==> src/rv32i_pkg.sv <==
/*
 * RV32I widths and opcodes, ALU operations, instruction format views
 * and the control word carried through the ID/EX register
 */
package rv32i_pkg;

    localparam int xlen       = 32;
    localparam int reg_addr_w = 5;

    localparam logic [6:0] op_op     = 7'b0110011;
    localparam logic [6:0] op_imm    = 7'b0010011;
    localparam logic [6:0] op_lui    = 7'b0110111;
    localparam logic [6:0] op_auipc  = 7'b0010111;
    localparam logic [6:0] op_jal    = 7'b1101111;
    localparam logic [6:0] op_jalr   = 7'b1100111;
    localparam logic [6:0] op_branch = 7'b1100011;

    typedef enum logic [3:0] {
        alu_add, alu_sub, alu_sll, alu_slt, alu_sltu, alu_xor,
        alu_srl, alu_sra, alu_or, alu_and, alu_pass_b
    } alu_op_t;

    typedef enum logic [1:0] {imm_i, imm_u, imm_j, imm_b} imm_sel_t;

    typedef struct packed {
        logic [6:0] funct7;
        logic [4:0] rs2;
        logic [4:0] rs1;
        logic [2:0] funct3;
        logic [4:0] rd;
        logic [6:0] opcode;
    } r_type_t;

    typedef struct packed {
        logic [11:0] imm;
        logic [4:0]  rs1;
        logic [2:0]  funct3;
        logic [4:0]  rd;
        logic [6:0]  opcode;
    } i_type_t;

    typedef struct packed {
        logic [6:0] imm_11_5;
        logic [4:0] rs2;
        logic [4:0] rs1;
        logic [2:0] funct3;
        logic [4:0] imm_4_0;
        logic [6:0] opcode;
    } s_type_t;

    typedef struct packed {
        logic       imm_12;
        logic [5:0] imm_10_5;
        logic [4:0] rs2;
        logic [4:0] rs1;
        logic [2:0] funct3;
        logic [3:0] imm_4_1;
        logic       imm_11;
        logic [6:0] opcode;
    } b_type_t;

    typedef struct packed {
        logic [19:0] imm;
        logic [4:0]  rd;
        logic [6:0]  opcode;
    } u_type_t;

    typedef struct packed {
        logic       imm_20;
        logic [9:0] imm_10_1;
        logic       imm_11;
        logic [7:0] imm_19_12;
        logic [4:0] rd;
        logic [6:0] opcode;
    } j_type_t;

    // One instruction word seen through every base format
    typedef union packed {
        r_type_t r;
        i_type_t i;
        s_type_t s;
        b_type_t b;
        u_type_t u;
        j_type_t j;
    } instr_u;

    typedef struct packed {
        logic     valid;
        logic     reg_write;
        alu_op_t  alu_op;
        logic     alu_src_imm;    // Operand b is the selected immediate
        imm_sel_t imm_sel;
        logic     is_branch;
        logic     is_jal;
        logic     is_jalr;
        logic     is_auipc;
    } control_word_t;

endpackage

==> src/pipeline_registers_if.sv <==
/*
 * ID/EX signal bundle with decode, register and execute views
 */
`timescale 1ns/1ps

interface pipeline_registers_if import rv32i_pkg::*; ();

    logic [xlen-1:0]       pc, pc_in;
    logic [xlen-1:0]       next_pc, next_pc_in;
    logic [xlen-1:0]       i_imm, i_imm_in;
    logic [xlen-1:0]       b_imm, b_imm_in;
    logic [xlen-1:0]       u_imm, u_imm_in;
    logic [xlen-1:0]       j_imm, j_imm_in;
    logic [reg_addr_w-1:0] rs1, rs1_in;
    logic [reg_addr_w-1:0] rs2, rs2_in;
    logic [reg_addr_w-1:0] rd, rd_in;
    logic [2:0]            funct3, funct3_in;
    logic [6:0]            funct7, funct7_in;
    control_word_t         control_word, control_word_in;
    logic [xlen-1:0]       rs1_out, rs1_out_in;
    logic [xlen-1:0]       rs2_out, rs2_out_in;
    logic                  en;
    logic                  flush;

    modport decode (
        output pc_in, next_pc_in, i_imm_in, b_imm_in, u_imm_in, j_imm_in,
               rs1_in, rs2_in, rd_in, funct3_in, funct7_in, control_word_in,
               rs1_out_in, rs2_out_in
    );

    modport idex (
        input  pc_in, next_pc_in, i_imm_in, b_imm_in, u_imm_in, j_imm_in,
               rs1_in, rs2_in, rd_in, funct3_in, funct7_in, control_word_in,
               rs1_out_in, rs2_out_in, en, flush,
        output pc, next_pc, i_imm, b_imm, u_imm, j_imm,
               rs1, rs2, rd, funct3, funct7, control_word, rs1_out, rs2_out
    );

    modport execute (
        input  pc, next_pc, i_imm, b_imm, u_imm, j_imm,
               rs1, rs2, rd, funct3, funct7, control_word, rs1_out, rs2_out,
        output flush
    );

endinterface

==> src/reg_file.sv <==
/*
 * Integer register file, two read ports, one write port, write-first reads
 */
`timescale 1ns/1ps

module reg_file import rv32i_pkg::*; (
    input  logic                  clk,
    input  logic                  rst,
    input  logic [reg_addr_w-1:0] ra1,
    input  logic [reg_addr_w-1:0] ra2,
    output logic [xlen-1:0]       rd1,
    output logic [xlen-1:0]       rd2,
    input  logic                  we,
    input  logic [reg_addr_w-1:0] wa,
    input  logic [xlen-1:0]       wd
);

    logic [xlen-1:0] regs [1:31];    // x0 has no storage

    always_ff @(posedge clk, posedge rst) begin
        if (rst) begin
            for (int k = 1; k < 32; k++) begin
                regs[k] <= '0;
            end
        end else if (we && wa != '0) begin
            regs[wa] <= wd;
        end
    end

    // A write in the same cycle wins over the stored value
    assign rd1 = (ra1 == '0) ? '0 : (we && wa == ra1) ? wd : regs[ra1];
    assign rd2 = (ra2 == '0) ? '0 : (we && wa == ra2) ? wd : regs[ra2];

endmodule

==> src/decode_stage.sv <==
/*
 * Instruction decode: control word, immediates and register operand read
 */
`timescale 1ns/1ps

module decode_stage import rv32i_pkg::*; (
    input  logic                  clk,
    input  logic                  rst,
    input  logic                  id_valid,
    input  instr_u                id_instr,
    input  logic [xlen-1:0]       id_pc,
    input  logic [xlen-1:0]       id_next_pc,
    input  logic                  wb_en,
    input  logic [reg_addr_w-1:0] wb_rd,
    input  logic [xlen-1:0]       wb_data,
    pipeline_registers_if.decode  pif
);

    logic [6:0]    opcode;
    logic          shift_op;
    alu_op_t       base_op;
    control_word_t cw;

    assign opcode   = id_instr.r.opcode;
    assign shift_op = (id_instr.r.funct3[1:0] == 2'b01);

    reg_file reg_file_inst (
        .clk (clk),
        .rst (rst),
        .ra1 (id_instr.r.rs1),
        .ra2 (id_instr.r.rs2),
        .rd1 (pif.rs1_out_in),
        .rd2 (pif.rs2_out_in),
        .we  (wb_en),
        .wa  (wb_rd),
        .wd  (wb_data)
    );

    // funct7 refines add and srl later in execute
    always_comb begin
        case (id_instr.r.funct3)
            3'b000:  base_op = alu_add;
            3'b001:  base_op = alu_sll;
            3'b010:  base_op = alu_slt;
            3'b011:  base_op = alu_sltu;
            3'b100:  base_op = alu_xor;
            3'b101:  base_op = alu_srl;
            3'b110:  base_op = alu_or;
            default: base_op = alu_and;
        endcase
    end

    always_comb begin
        cw = '0;
        cw.valid = 1'b1;
        cw.reg_write = 1'b1;
        case (opcode)
            op_op: begin
                cw.alu_op = base_op;
            end
            op_imm: begin
                cw.alu_op = base_op;
                cw.alu_src_imm = 1'b1;
            end
            op_lui: begin
                cw.alu_op = alu_pass_b;
                cw.alu_src_imm = 1'b1;
                cw.imm_sel = imm_u;
            end
            op_auipc: begin
                cw.alu_src_imm = 1'b1;
                cw.imm_sel = imm_u;
                cw.is_auipc = 1'b1;
            end
            op_jal: begin
                cw.imm_sel = imm_j;
                cw.is_jal = 1'b1;
            end
            op_jalr: begin
                cw.alu_src_imm = 1'b1;    // ALU forms the jump target rs1 + imm
                cw.is_jalr = 1'b1;
            end
            op_branch: begin
                cw.reg_write = 1'b0;
                cw.imm_sel = imm_b;
                cw.is_branch = 1'b1;
            end
            default: cw = '0;
        endcase
        if (!id_valid) begin
            cw = '0;
        end
    end

    assign pif.control_word_in = cw;
    assign pif.pc_in           = id_pc;
    assign pif.next_pc_in      = id_next_pc;
    assign pif.rs1_in          = id_instr.r.rs1;
    assign pif.rs2_in          = id_instr.r.rs2;
    assign pif.rd_in           = id_instr.r.rd;
    assign pif.funct3_in       = id_instr.r.funct3;

    // Only R-type words and immediate shifts carry a real funct7
    assign pif.funct7_in = (opcode == op_op || (opcode == op_imm && shift_op)) ?
                           id_instr.r.funct7 : '0;

    assign pif.i_imm_in = {{20{id_instr.i.imm[11]}}, id_instr.i.imm};
    assign pif.b_imm_in = {{19{id_instr.b.imm_12}}, id_instr.b.imm_12, id_instr.b.imm_11,
                           id_instr.b.imm_10_5, id_instr.b.imm_4_1, 1'b0};
    assign pif.u_imm_in = {id_instr.u.imm, 12'b0};
    assign pif.j_imm_in = {{11{id_instr.j.imm_20}}, id_instr.j.imm_20, id_instr.j.imm_19_12,
                           id_instr.j.imm_11, id_instr.j.imm_10_1, 1'b0};

endmodule

==> src/idex_reg.sv <==
/*
 * ID/EX pipeline register: load on enable, bubble on flush, hold otherwise
 */
`timescale 1ns/1ps

module idex_reg (
    input logic                clk,
    input logic                rst,
    pipeline_registers_if.idex pif
);

    always_ff @(posedge clk, posedge rst) begin
        if (rst) begin
            pif.pc           <= '0;
            pif.next_pc      <= '0;
            pif.i_imm        <= '0;
            pif.b_imm        <= '0;
            pif.u_imm        <= '0;
            pif.j_imm        <= '0;
            pif.rs1          <= '0;
            pif.rs2          <= '0;
            pif.rd           <= '0;
            pif.funct3       <= '0;
            pif.funct7       <= '0;
            pif.control_word <= '0;
            pif.rs1_out      <= '0;
            pif.rs2_out      <= '0;
        end else if (pif.en) begin
            // A flush replaces the incoming instruction with a bubble
            pif.pc           <= pif.flush ? '0 : pif.pc_in;
            pif.next_pc      <= pif.flush ? '0 : pif.next_pc_in;
            pif.i_imm        <= pif.flush ? '0 : pif.i_imm_in;
            pif.b_imm        <= pif.flush ? '0 : pif.b_imm_in;
            pif.u_imm        <= pif.flush ? '0 : pif.u_imm_in;
            pif.j_imm        <= pif.flush ? '0 : pif.j_imm_in;
            pif.rs1          <= pif.flush ? '0 : pif.rs1_in;
            pif.rs2          <= pif.flush ? '0 : pif.rs2_in;
            pif.rd           <= pif.flush ? '0 : pif.rd_in;
            pif.funct3       <= pif.flush ? '0 : pif.funct3_in;
            pif.funct7       <= pif.flush ? '0 : pif.funct7_in;
            pif.control_word <= pif.flush ? '0 : pif.control_word_in;
            pif.rs1_out      <= pif.flush ? '0 : pif.rs1_out_in;
            pif.rs2_out      <= pif.flush ? '0 : pif.rs2_out_in;
        end
    end

endmodule

==> src/execute_stage.sv <==
/*
 * Execute stage with ALU, branch resolution and next pc check with redirect
 */
`timescale 1ns/1ps

module execute_stage import rv32i_pkg::*; (
    pipeline_registers_if.execute pif,
    output logic                  ex_valid,
    output logic [reg_addr_w-1:0] ex_rd,
    output logic [xlen-1:0]       ex_result,
    output logic                  ex_reg_write,
    output logic                  redirect,
    output logic [xlen-1:0]       redirect_pc
);

    control_word_t   cw;
    alu_op_t         op;
    logic            taken;
    logic [xlen-1:0] imm;
    logic [xlen-1:0] op_a;
    logic [xlen-1:0] op_b;
    logic [xlen-1:0] alu_result;
    logic [xlen-1:0] pc_plus4;
    logic [xlen-1:0] jump_target;
    logic [xlen-1:0] real_next_pc;

    assign cw       = pif.control_word;
    assign pc_plus4 = pif.pc + xlen'(4);

    always_comb begin
        case (cw.imm_sel)
            imm_u:   imm = pif.u_imm;
            imm_j:   imm = pif.j_imm;
            imm_b:   imm = pif.b_imm;
            default: imm = pif.i_imm;
        endcase
    end

    assign op_a = cw.is_auipc ? pif.pc : pif.rs1_out;
    assign op_b = cw.alu_src_imm ? imm : pif.rs2_out;

    always_comb begin
        op = cw.alu_op;
        if (pif.funct7[5] && cw.alu_op == alu_add) begin
            op = alu_sub;
        end else if (pif.funct7[5] && cw.alu_op == alu_srl) begin
            op = alu_sra;
        end
    end

    always_comb begin
        case (op)
            alu_sub:    alu_result = op_a - op_b;
            alu_sll:    alu_result = op_a << op_b[4:0];
            alu_slt:    alu_result = {{(xlen-1){1'b0}}, $signed(op_a) < $signed(op_b)};
            alu_sltu:   alu_result = {{(xlen-1){1'b0}}, op_a < op_b};
            alu_xor:    alu_result = op_a ^ op_b;
            alu_srl:    alu_result = op_a >> op_b[4:0];
            alu_sra:    alu_result = $unsigned($signed(op_a) >>> op_b[4:0]);
            alu_or:     alu_result = op_a | op_b;
            alu_and:    alu_result = op_a & op_b;
            alu_pass_b: alu_result = op_b;
            default:    alu_result = op_a + op_b;
        endcase
    end

    always_comb begin
        case (pif.funct3)
            3'b000:  taken = (pif.rs1_out == pif.rs2_out);
            3'b001:  taken = (pif.rs1_out != pif.rs2_out);
            3'b100:  taken = ($signed(pif.rs1_out) < $signed(pif.rs2_out));
            3'b101:  taken = ($signed(pif.rs1_out) >= $signed(pif.rs2_out));
            3'b110:  taken = (pif.rs1_out < pif.rs2_out);
            3'b111:  taken = (pif.rs1_out >= pif.rs2_out);
            default: taken = 1'b0;
        endcase
    end

    assign jump_target = pif.pc + imm;    // imm_sel picks the J or B offset

    always_comb begin
        if (cw.is_jalr) begin
            real_next_pc = {alu_result[xlen-1:1], 1'b0};
        end else if (cw.is_jal || (cw.is_branch && taken)) begin
            real_next_pc = jump_target;
        end else begin
            real_next_pc = pc_plus4;
        end
    end

    assign redirect     = cw.valid && (real_next_pc != pif.next_pc);
    assign redirect_pc  = real_next_pc;
    assign pif.flush    = redirect;    // Kills the instruction now in decode
    assign ex_valid     = cw.valid;
    assign ex_reg_write = cw.reg_write;
    assign ex_rd        = pif.rd;
    assign ex_result    = (cw.is_jal || cw.is_jalr) ? pc_plus4 : alu_result;

endmodule

==> src/id_ex_core.sv <==
/*
 * Decode to execute slice of an RV32I pipeline around the ID/EX register
 */
`timescale 1ns/1ps

module id_ex_core import rv32i_pkg::*; (
    input  logic                  clk,
    input  logic                  rst,
    input  logic                  id_valid,
    input  logic [xlen-1:0]       id_instr,
    input  logic [xlen-1:0]       id_pc,
    input  logic [xlen-1:0]       id_next_pc,
    input  logic                  advance,
    input  logic                  wb_en,
    input  logic [reg_addr_w-1:0] wb_rd,
    input  logic [xlen-1:0]       wb_data,
    output logic                  ex_valid,
    output logic [reg_addr_w-1:0] ex_rd,
    output logic [xlen-1:0]       ex_result,
    output logic                  ex_reg_write,
    output logic                  redirect,
    output logic [xlen-1:0]       redirect_pc
);

    pipeline_registers_if pif ();

    assign pif.en = advance;

    decode_stage decode_stage_inst (
        .clk        (clk),
        .rst        (rst),
        .id_valid   (id_valid),
        .id_instr   (id_instr),
        .id_pc      (id_pc),
        .id_next_pc (id_next_pc),
        .wb_en      (wb_en),
        .wb_rd      (wb_rd),
        .wb_data    (wb_data),
        .pif        (pif.decode)
    );

    idex_reg idex_reg_inst (
        .clk (clk),
        .rst (rst),
        .pif (pif.idex)
    );

    execute_stage execute_stage_inst (
        .pif          (pif.execute),
        .ex_valid     (ex_valid),
        .ex_rd        (ex_rd),
        .ex_result    (ex_result),
        .ex_reg_write (ex_reg_write),
        .redirect     (redirect),
        .redirect_pc  (redirect_pc)
    );

endmodule

==> config.mk <==
export PLATFORM = sky130hd
export DESIGN_NAME = id_ex_core
export DESIGN_NICKNAME = d
export VERILOG_FILES = /design/src/rv32i_pkg.sv /design/src/pipeline_registers_if.sv /design/src/reg_file.sv /design/src/decode_stage.sv /design/src/idex_reg.sv /design/src/execute_stage.sv /design/src/id_ex_core.sv
export SDC_FILE = /design/constraint.sdc
export NUM_CORES = 2
export LEC_CHECK = 0
export BUFFER_PORTS_ARGS = -buffer_cell sky130_fd_sc_hd__buf_4
export CAP_MARGIN = 20
export CORE_ASPECT_RATIO = 1.4
export CORE_MARGIN = 10
export CORE_UTILIZATION = 49
export DETAILED_ROUTE_END_ITERATION = 6
export GPL_TIMING_DRIVEN = 0
export PLACE_DENSITY = 0.71
export SYNTH_ARGS = -nofsm -noshare
export SYNTH_HDL_FRONTEND = slang
export SYNTH_SLANG_ARGS = --single-unit
==> constraint.sdc <==
create_clock -name clk -period 46.9 [get_ports clk]
set_clock_uncertainty 0.15 [all_clocks]
set_input_delay 4.69 -clock clk [delete_from_list [all_inputs] [get_ports clk]]
set_output_delay 4.69 -clock clk [all_outputs]
set_load 0.05 [all_outputs]
# --- After elaboration in Yosys (flattened, before gate mapping) ---
# Index checks and enable logic that the tools add are counted.
totals:
  out_inout_bits: 72
  ff_bits: 1275
  inputBits: 138
  word_cells: 182
classes:
  n_eq_ne: 38
  n_shift: 3
  n_addsub: 4
  n_mux: 47
  reduce_logical: 23
  n_bitwise: 6
  order_cmp: 10
ops:
  columns: ["cell", "count"]
  rows:
  - ["bitwise mux 992 bit", 1]
  - ["2-to-1 mux 32 bit", 22]
  - ["binary-select mux 32 bit (select 5 bit)", 2]
  - ["one-hot mux 32 bit (10 select lines)", 1]
  - ["demux 32 bit (select 5 bit)", 1]
  - ["< comparator 32 bit", 4]
  - ["one-hot mux 32 bit (3 select lines)", 1]
  - ["adder 32 bit", 2]
  - [">= comparator 32 bit", 2]
  - ["!= test 32 bit", 2]
  - ["adder 32 x 3 -> 32 bit (second input constant)", 1]
  - ["AND 32 bit", 1]
  - ["== test 32 bit", 1]
  - ["OR 32 bit", 1]
  - ["<< shifter 32 x 5 -> 32 bit", 1]
  - ["right shift 32 x 5 -> 32 bit", 1]
  - [">>> shifter 32 x 5 -> 32 bit", 1]
  - ["subtractor 32 bit", 1]
  - ["XOR 32 bit", 1]
  - ["one-hot mux 4 bit (7 select lines)", 1]
  - ["2-to-1 mux 13 bit", 2]
  - ["== test 3 bit (second input constant)", 7]
  - ["== test 7 bit (second input constant)", 3]
  - ["== test 4 x 3 -> 1 bit (second input constant)", 5]
  - ["other kinds (31)", 66]

# --- Longest topological paths before layout ---
depth:
  word_depth: 10
  ltp_mapped: 26
  depth_no_buf: 21

# --- Hierarchy ---
# From an unflattened synthesis, not the netlist that was laid out.
hier_totals:
  hier_cells: 7022
  area_unflattened_um2: 82745.6
by_module_without_submodules:
  columns: ["mod", "instances", "seq_area_each_um2", "area_per_inst_um2", "cells_per_inst"]
  rows:
  - ["reg_file", 1, 24823.8, 53996.8, 3674]
  - ["execute_stage", 1, 0.0, 16373.2, 2429]
  - ["idex_reg", 1, 7357.1, 10440.0, 657]
  - ["decode_stage", 1, 0.0, 1935.6, 262]

# --- Worst setup path before layout ---
# OpenSTA, ideal clock, no wires.
synth_path:
  kind: "flip-flop to output port"
  startpoint: "register, netlist name idex_reg_inst.pif.control_word[4]"
  endpoint: "output redirect"
  slack_ps: 36191
  t_arrival_ps: 5869
  required_time_ps: 42060
  stages_incl_launch_ff: 22
  n_path_buf: 6
  path_cell_list: "dfrtp_1 > buf_2 > nand2b_1 > a31oi_2 > clkbuf_1 > clkbuf_1 > clkbuf_1 > ha_1 > clkbuf_1 > or2_2 > a311oi_1 > o22a_1 > o2111ai_1 > a41oi_1 > mux2_2 > o21bai_1 > or3_1 > xnor2_1 > a31oi_1 > nor4_2 > a31oi_2 > clkbuf_1"
synth_between:
  elab_chain_len: 8
  word_cells_on_any_way: 19
  classes_between: "add/sub (3); eq/ne (4); shift (3); mux (5); bitwise (3); reduce/logical (1)"
synth_lines:
  columns: ["item", "line_no", "text"]
  rows:
  - ["== test 2 bit / == test 2 x 1 -> 1 bit (equally long branches)", "execute_stage.sv:31", "case (cw.imm_sel)"]
  - ["one-hot mux 32 bit (3 select lines) (*)", "execute_stage.sv:31", null]
  - ["2-to-1 mux 32 bit", "execute_stage.sv:40", "assign op_b = cw.alu_src_imm ? imm : pif.rs2_out;"]
  - ["adder 32 bit (tied with other cells)", "execute_stage.sv:63", "default: alu_result = op_a + op_b;"]
  - ["one-hot mux 32 bit (10 select lines)", "execute_stage.sv:52", "case (op)"]
  - ["2-to-1 mux 32 bit (*)", "execute_stage.sv:82", "if (cw.is_jalr) begin"]
  - ["!= test 32 bit (*)", "execute_stage.sv:91", "assign redirect = cw.valid && (real_next_pc != pif.next_pc);"]
  - ["logical AND 1 bit (*)", "execute_stage.sv:91", null]
  - ["to (decl)", "id_ex_core.sv:21", "output logic redirect,"]
# Mark *: on every way between the ends. The rest lies on a longest branch, timed or not.

# --- Worst setup path in the final report ---
layout_path:
  startpoint: "register, netlist name idex_reg_inst.pif.control_word[6]"
  endpoint: "output redirect"
layout_between:
  elab_chain_len: 6
  word_cells_on_any_way: 13
  classes_between: "add/sub (2); eq/ne (1); shift (3); mux (3); bitwise (3); reduce/logical (1)"
layout_lines:
  columns: ["item", "line_no"]
  rows:
  - ["2-to-1 mux 32 bit (*)", "execute_stage.sv:40"]
  - ["adder 32 bit (tied with other cells)", "execute_stage.sv:63"]
  - ["one-hot mux 32 bit (10 select lines) (*)", "execute_stage.sv:52"]
  - ["2-to-1 mux 32 bit (*)", "execute_stage.sv:82"]
  - ["!= test 32 bit (*)", "execute_stage.sv:91"]
  - ["logical AND 1 bit (*)", "execute_stage.sv:91"]
# Marks and branches as above.

==> flow_metrics.py <==
metrics = {
    "setup_path": {
        "max_stage_delay_ps": 1180,
        "cp_top_family": "compound AO/OA/AOI/OAI gates",
        "cp-start-kind": "register",
        "cp.arrival_ps": 11000,
        "cp_max_fo": 10,
        "endpoint": "redirect",
        "rr_endpoint": "idex_reg_inst.pif.control_word[9]",
        "critical_path_class": "reg2out",
        "reg2reg_depth": 24,
        "cpMostUsedCell": "clkbuf_1",
        "crit_path_end_kind": "output port",
        "crit_path_start": "idex_reg_inst.pif.control_word[6]",
        "cp_num_cells": 23,
        "cp.required_ps": 42060,
        "rr_startpoint": "idex_reg_inst.pif.control_word[6]",
        "r2r_setup_slack_ps": 36080,
        "crit_chain": "buf_2 -> nor2_1 -> a31oi_2 -> clkbuf_1 -> clkbuf_1 -> clkbuf_1 -> ha_1 -> clkbuf_1 -> or2_2 -> a311oi_1 -> o21ai_0 -> and4_1 -> nor2_1 -> xnor2_1 -> a221oi_1 -> xnor2_1 -> o22ai_1 -> a2111oi_0 -> o2111ai_1 -> nor4_2 -> a31oi_2 -> clkbuf_1 -> buf_4",
        "worst-path-buf-inv": 7,
        "critPathSlowestCell": "a221oi_1",
    },
    "yosys": {
        "synth_edf_count": 0,
        "yosysMostFrequentCell": "dfrtp_1",
        "mappedNetlistArea_mm2": 0.07602,
        "syn_inst": 6578,
        "yosys.area.top_type": "dfrtp_1",
        "synth.distinct_cells": 100,
        "async_flop_share": 1.000,
        "ys_top_cells_by_count": "1159 x dfrtp_1, 1025 x mux2_2, 582 x mux4_2",
        "ys_seq_area_frac": 0.3815,
        "ys.flop_type": "dfrtp_1",
        "synth_area_leaders": "dfrtp_1 38%, mux4_2 17%, mux2_2 15%, ha_1 2.6%, a21oi_1 2.4%",
        "syn_nets": 6879,
        "syn_area_per_cell_um2": 11.56,
        "ys_ff_latch": 1159,
        "synth-warning-count": 0,
        "synth_top_area_frac": 0.3815,
    },
    "cells_and_area": {
        "drive_gt1_frac": 0.3174,
        "fin_nets": 7308,
        "final_area_mm2": 0.08599,
        "area_growth_pct": 13.11,
        "utilization": 0.5559,
    },
    "clock_tree": {
        "h-tree-depth": 3,
        "cts_buffer_depth": 3,
        "cts_tree": "built",
        "post_cts_resized": 0,
        "cts_sinks": 1159,
        "clk_latency_ps": 820,
        "cts_buffers": 115,
        "cts_hold_buf": 0,
        "post_cts_buffers": 0,
        "cts_root_buf": "clkbuf_16",
        "clkTransAtPathRegs_ps": 70,
    },
    "route": {
        "drc": 9,
        "totalWireLength_um": 362700,
        "drt-initial-drc-count": 8704,
        "dr_total_vias": 66159,
        "wl_per_cell_um": 39.46,
        "via_per_inst": 7.198,
        "drt-pass1-iter-count": 7,
        "antenna_left": 0,
    },
    "sta": {
        "slew-limit-headroom": -0.01350,
        "hold_violations": 0,
        "setup_violations": 0,
        "min_period_over_period": 0.3377,
        "min_period_ps": 15840,
        "maxSlewViolCount": 4,
        "rsz0062_at_grt": "false",
        "worst_pin_slew_ps": 1520,
        "fmax_ghz": 0.06314,
    },
    "power_and_ir_drop": {
        "power_density_mw_per_mm2": 46.86,
        "p_leak_nw": 36.06,
        "vdd_ir_drop_max_v": 0.00003559,
    },
    "die": {
        "io_pins": 210,
        "die_y_um": 486.1,
        "placementRows": 171,
        "die-area_mm2": 0.1715,
        "die_x_um": 352.9,
        "coreArea_mm2": 0.1547,
        "floorplan.initialDensity": 0.4914,
    },
    "run_status": {
        "status": "complete, but fails checks",
        "violations": "design-rule violations, max-slew violations",
    },
    "hold_path": {
        "hold_path_class": "reg2reg",
    },
    "global_routing": {
        "grt_pass1_wl_um": 504100,
        "track_usage": 0.4117,
        "antenna_found_initial": 17,
        "grt_max_degree": 139,
        "grt.overflow.total": 0,
        "grt_pass1_vias": 66708,
    },
    "run": {
        "drv_cap": 0,
    },
    "placement": {
        "dp_hpwl_um": 277500,
        "io_buffers": 199,
        "place.gp.congestion": 1.083,
        "place_area_mm2": 0.08143,
    },
}
## cell usage in the layout (no fill, tap or decap), drive strengths merged, types with 20 or more instances in the layout
cell type  count
mux2        1029
nor4          39
o221ai        25
clkinv        37
ha           160
a22oi         32
o21a          20
nor3         102
o211ai        43
xnor2        124
a21oi        374
o31ai         24
buf          486
xor2          25
nor2         255
and3          22
mux2i        183
o22ai        196
clkbuf       580
a211oi        50
inv          288
dfrtp       1159
nand4         40
a31oi         41
o21ai        216
nand3         90
nand2        452
a221oi        28
mux4         582
a21o          21
## layout make-up
cell class	count	area, um^2
Tap cell	2076	2597
Buffer	604	2397
Fill cell	12938	68700
Antenna cell	13	32.53
Sequential cell	1159	29000
Clock inverter	61	840.8
Inverter	285	1077
Multi-Input combinational cell	4530	43580
Clock buffer	151	3264
Timing Repair Buffer	312	3198
## power breakdown
part	leakage, nW	internal (mW)	switching, mW
sequential	14.8	1.19	0.159
clock	2.01	0.571	0.445
combinational	19.2	0.621	1.04
## routing by layer
metal  wire length [um]  vias to the layer above  share of wire  global-route usage
met5                104                        -        0.00029            0.002499
met4              43540                        8           0.12              0.3979
met3              36080                     1819          0.099              0.1099
met2             164800                     5062           0.45              0.6470
met1             118100                    33465           0.33              0.4468
li1                   -                    25805              -                   -
## kinds of logic after synthesis
family,synth area share
AO/OA/AOI/OAI,0.1100
flip-flops,0.3815
AND/OR/NAND/NOR,0.06959
adder cells (fa/ha/maj),0.02712
buffers and inverters,0.04534
multiplexers,0.3491
XOR/XNOR,0.01726
## stage by stage
stage               power, mW  instances  setup WS [ps]  setup TNS [ps]  hold slack [ps]
floorplan               2.307       6578           9416               0            341.0
global placement        2.901       8853          -2719        -2765200            348.4
detailed placement      2.941       8935          32410               0            359.6
CTS                     3.947       9147          31510               0            373.3
global route            4.126       9181          31240               0            382.2
finish                  4.029       9191          31060               0            373.4
## registers in the layout (all words and copies together) (netlist names)
name,flops
decode_stage_inst.reg_file_inst.regs,992
idex_reg_inst.pif.b_imm,1
idex_reg_inst.pif.control_word,13
idex_reg_inst.pif.funct3,2
idex_reg_inst.pif.funct7,1
idex_reg_inst.pif.i_imm,12
idex_reg_inst.pif.j_imm,6
idex_reg_inst.pif.next_pc,32
idex_reg_inst.pif.pc,32
idex_reg_inst.pif.rd,4
idex_reg_inst.pif.rs1_out,32
idex_reg_inst.pif.rs2_out,32
## worst min-delay path by stage
| stage | to | slack (ps) | cells past startpoint | start |
|---|---|---|---|---|
| 2_1_floorplan | decode_stage_inst.reg_file_inst.regs[446] | 340 | 1 | decode_stage_inst.reg_file_inst.regs[446] |
| 3_3_place_gp | decode_stage_inst.reg_file_inst.regs[444] | 350 | 1 | decode_stage_inst.reg_file_inst.regs[444] |
| 3_5_place_dp | decode_stage_inst.reg_file_inst.regs[685] | 360 | 1 | decode_stage_inst.reg_file_inst.regs[685] |
| 4_1_cts | decode_stage_inst.reg_file_inst.regs[685] | 370 | 1 | decode_stage_inst.reg_file_inst.regs[685] |
| 5_1_grt | decode_stage_inst.reg_file_inst.regs[572] | 380 | 1 | decode_stage_inst.reg_file_inst.regs[572] |
| 6_report | decode_stage_inst.reg_file_inst.regs[165] | 370 | 1 | decode_stage_inst.reg_file_inst.regs[165] |
No activity file was read; power rests on OpenSTA's default activity.
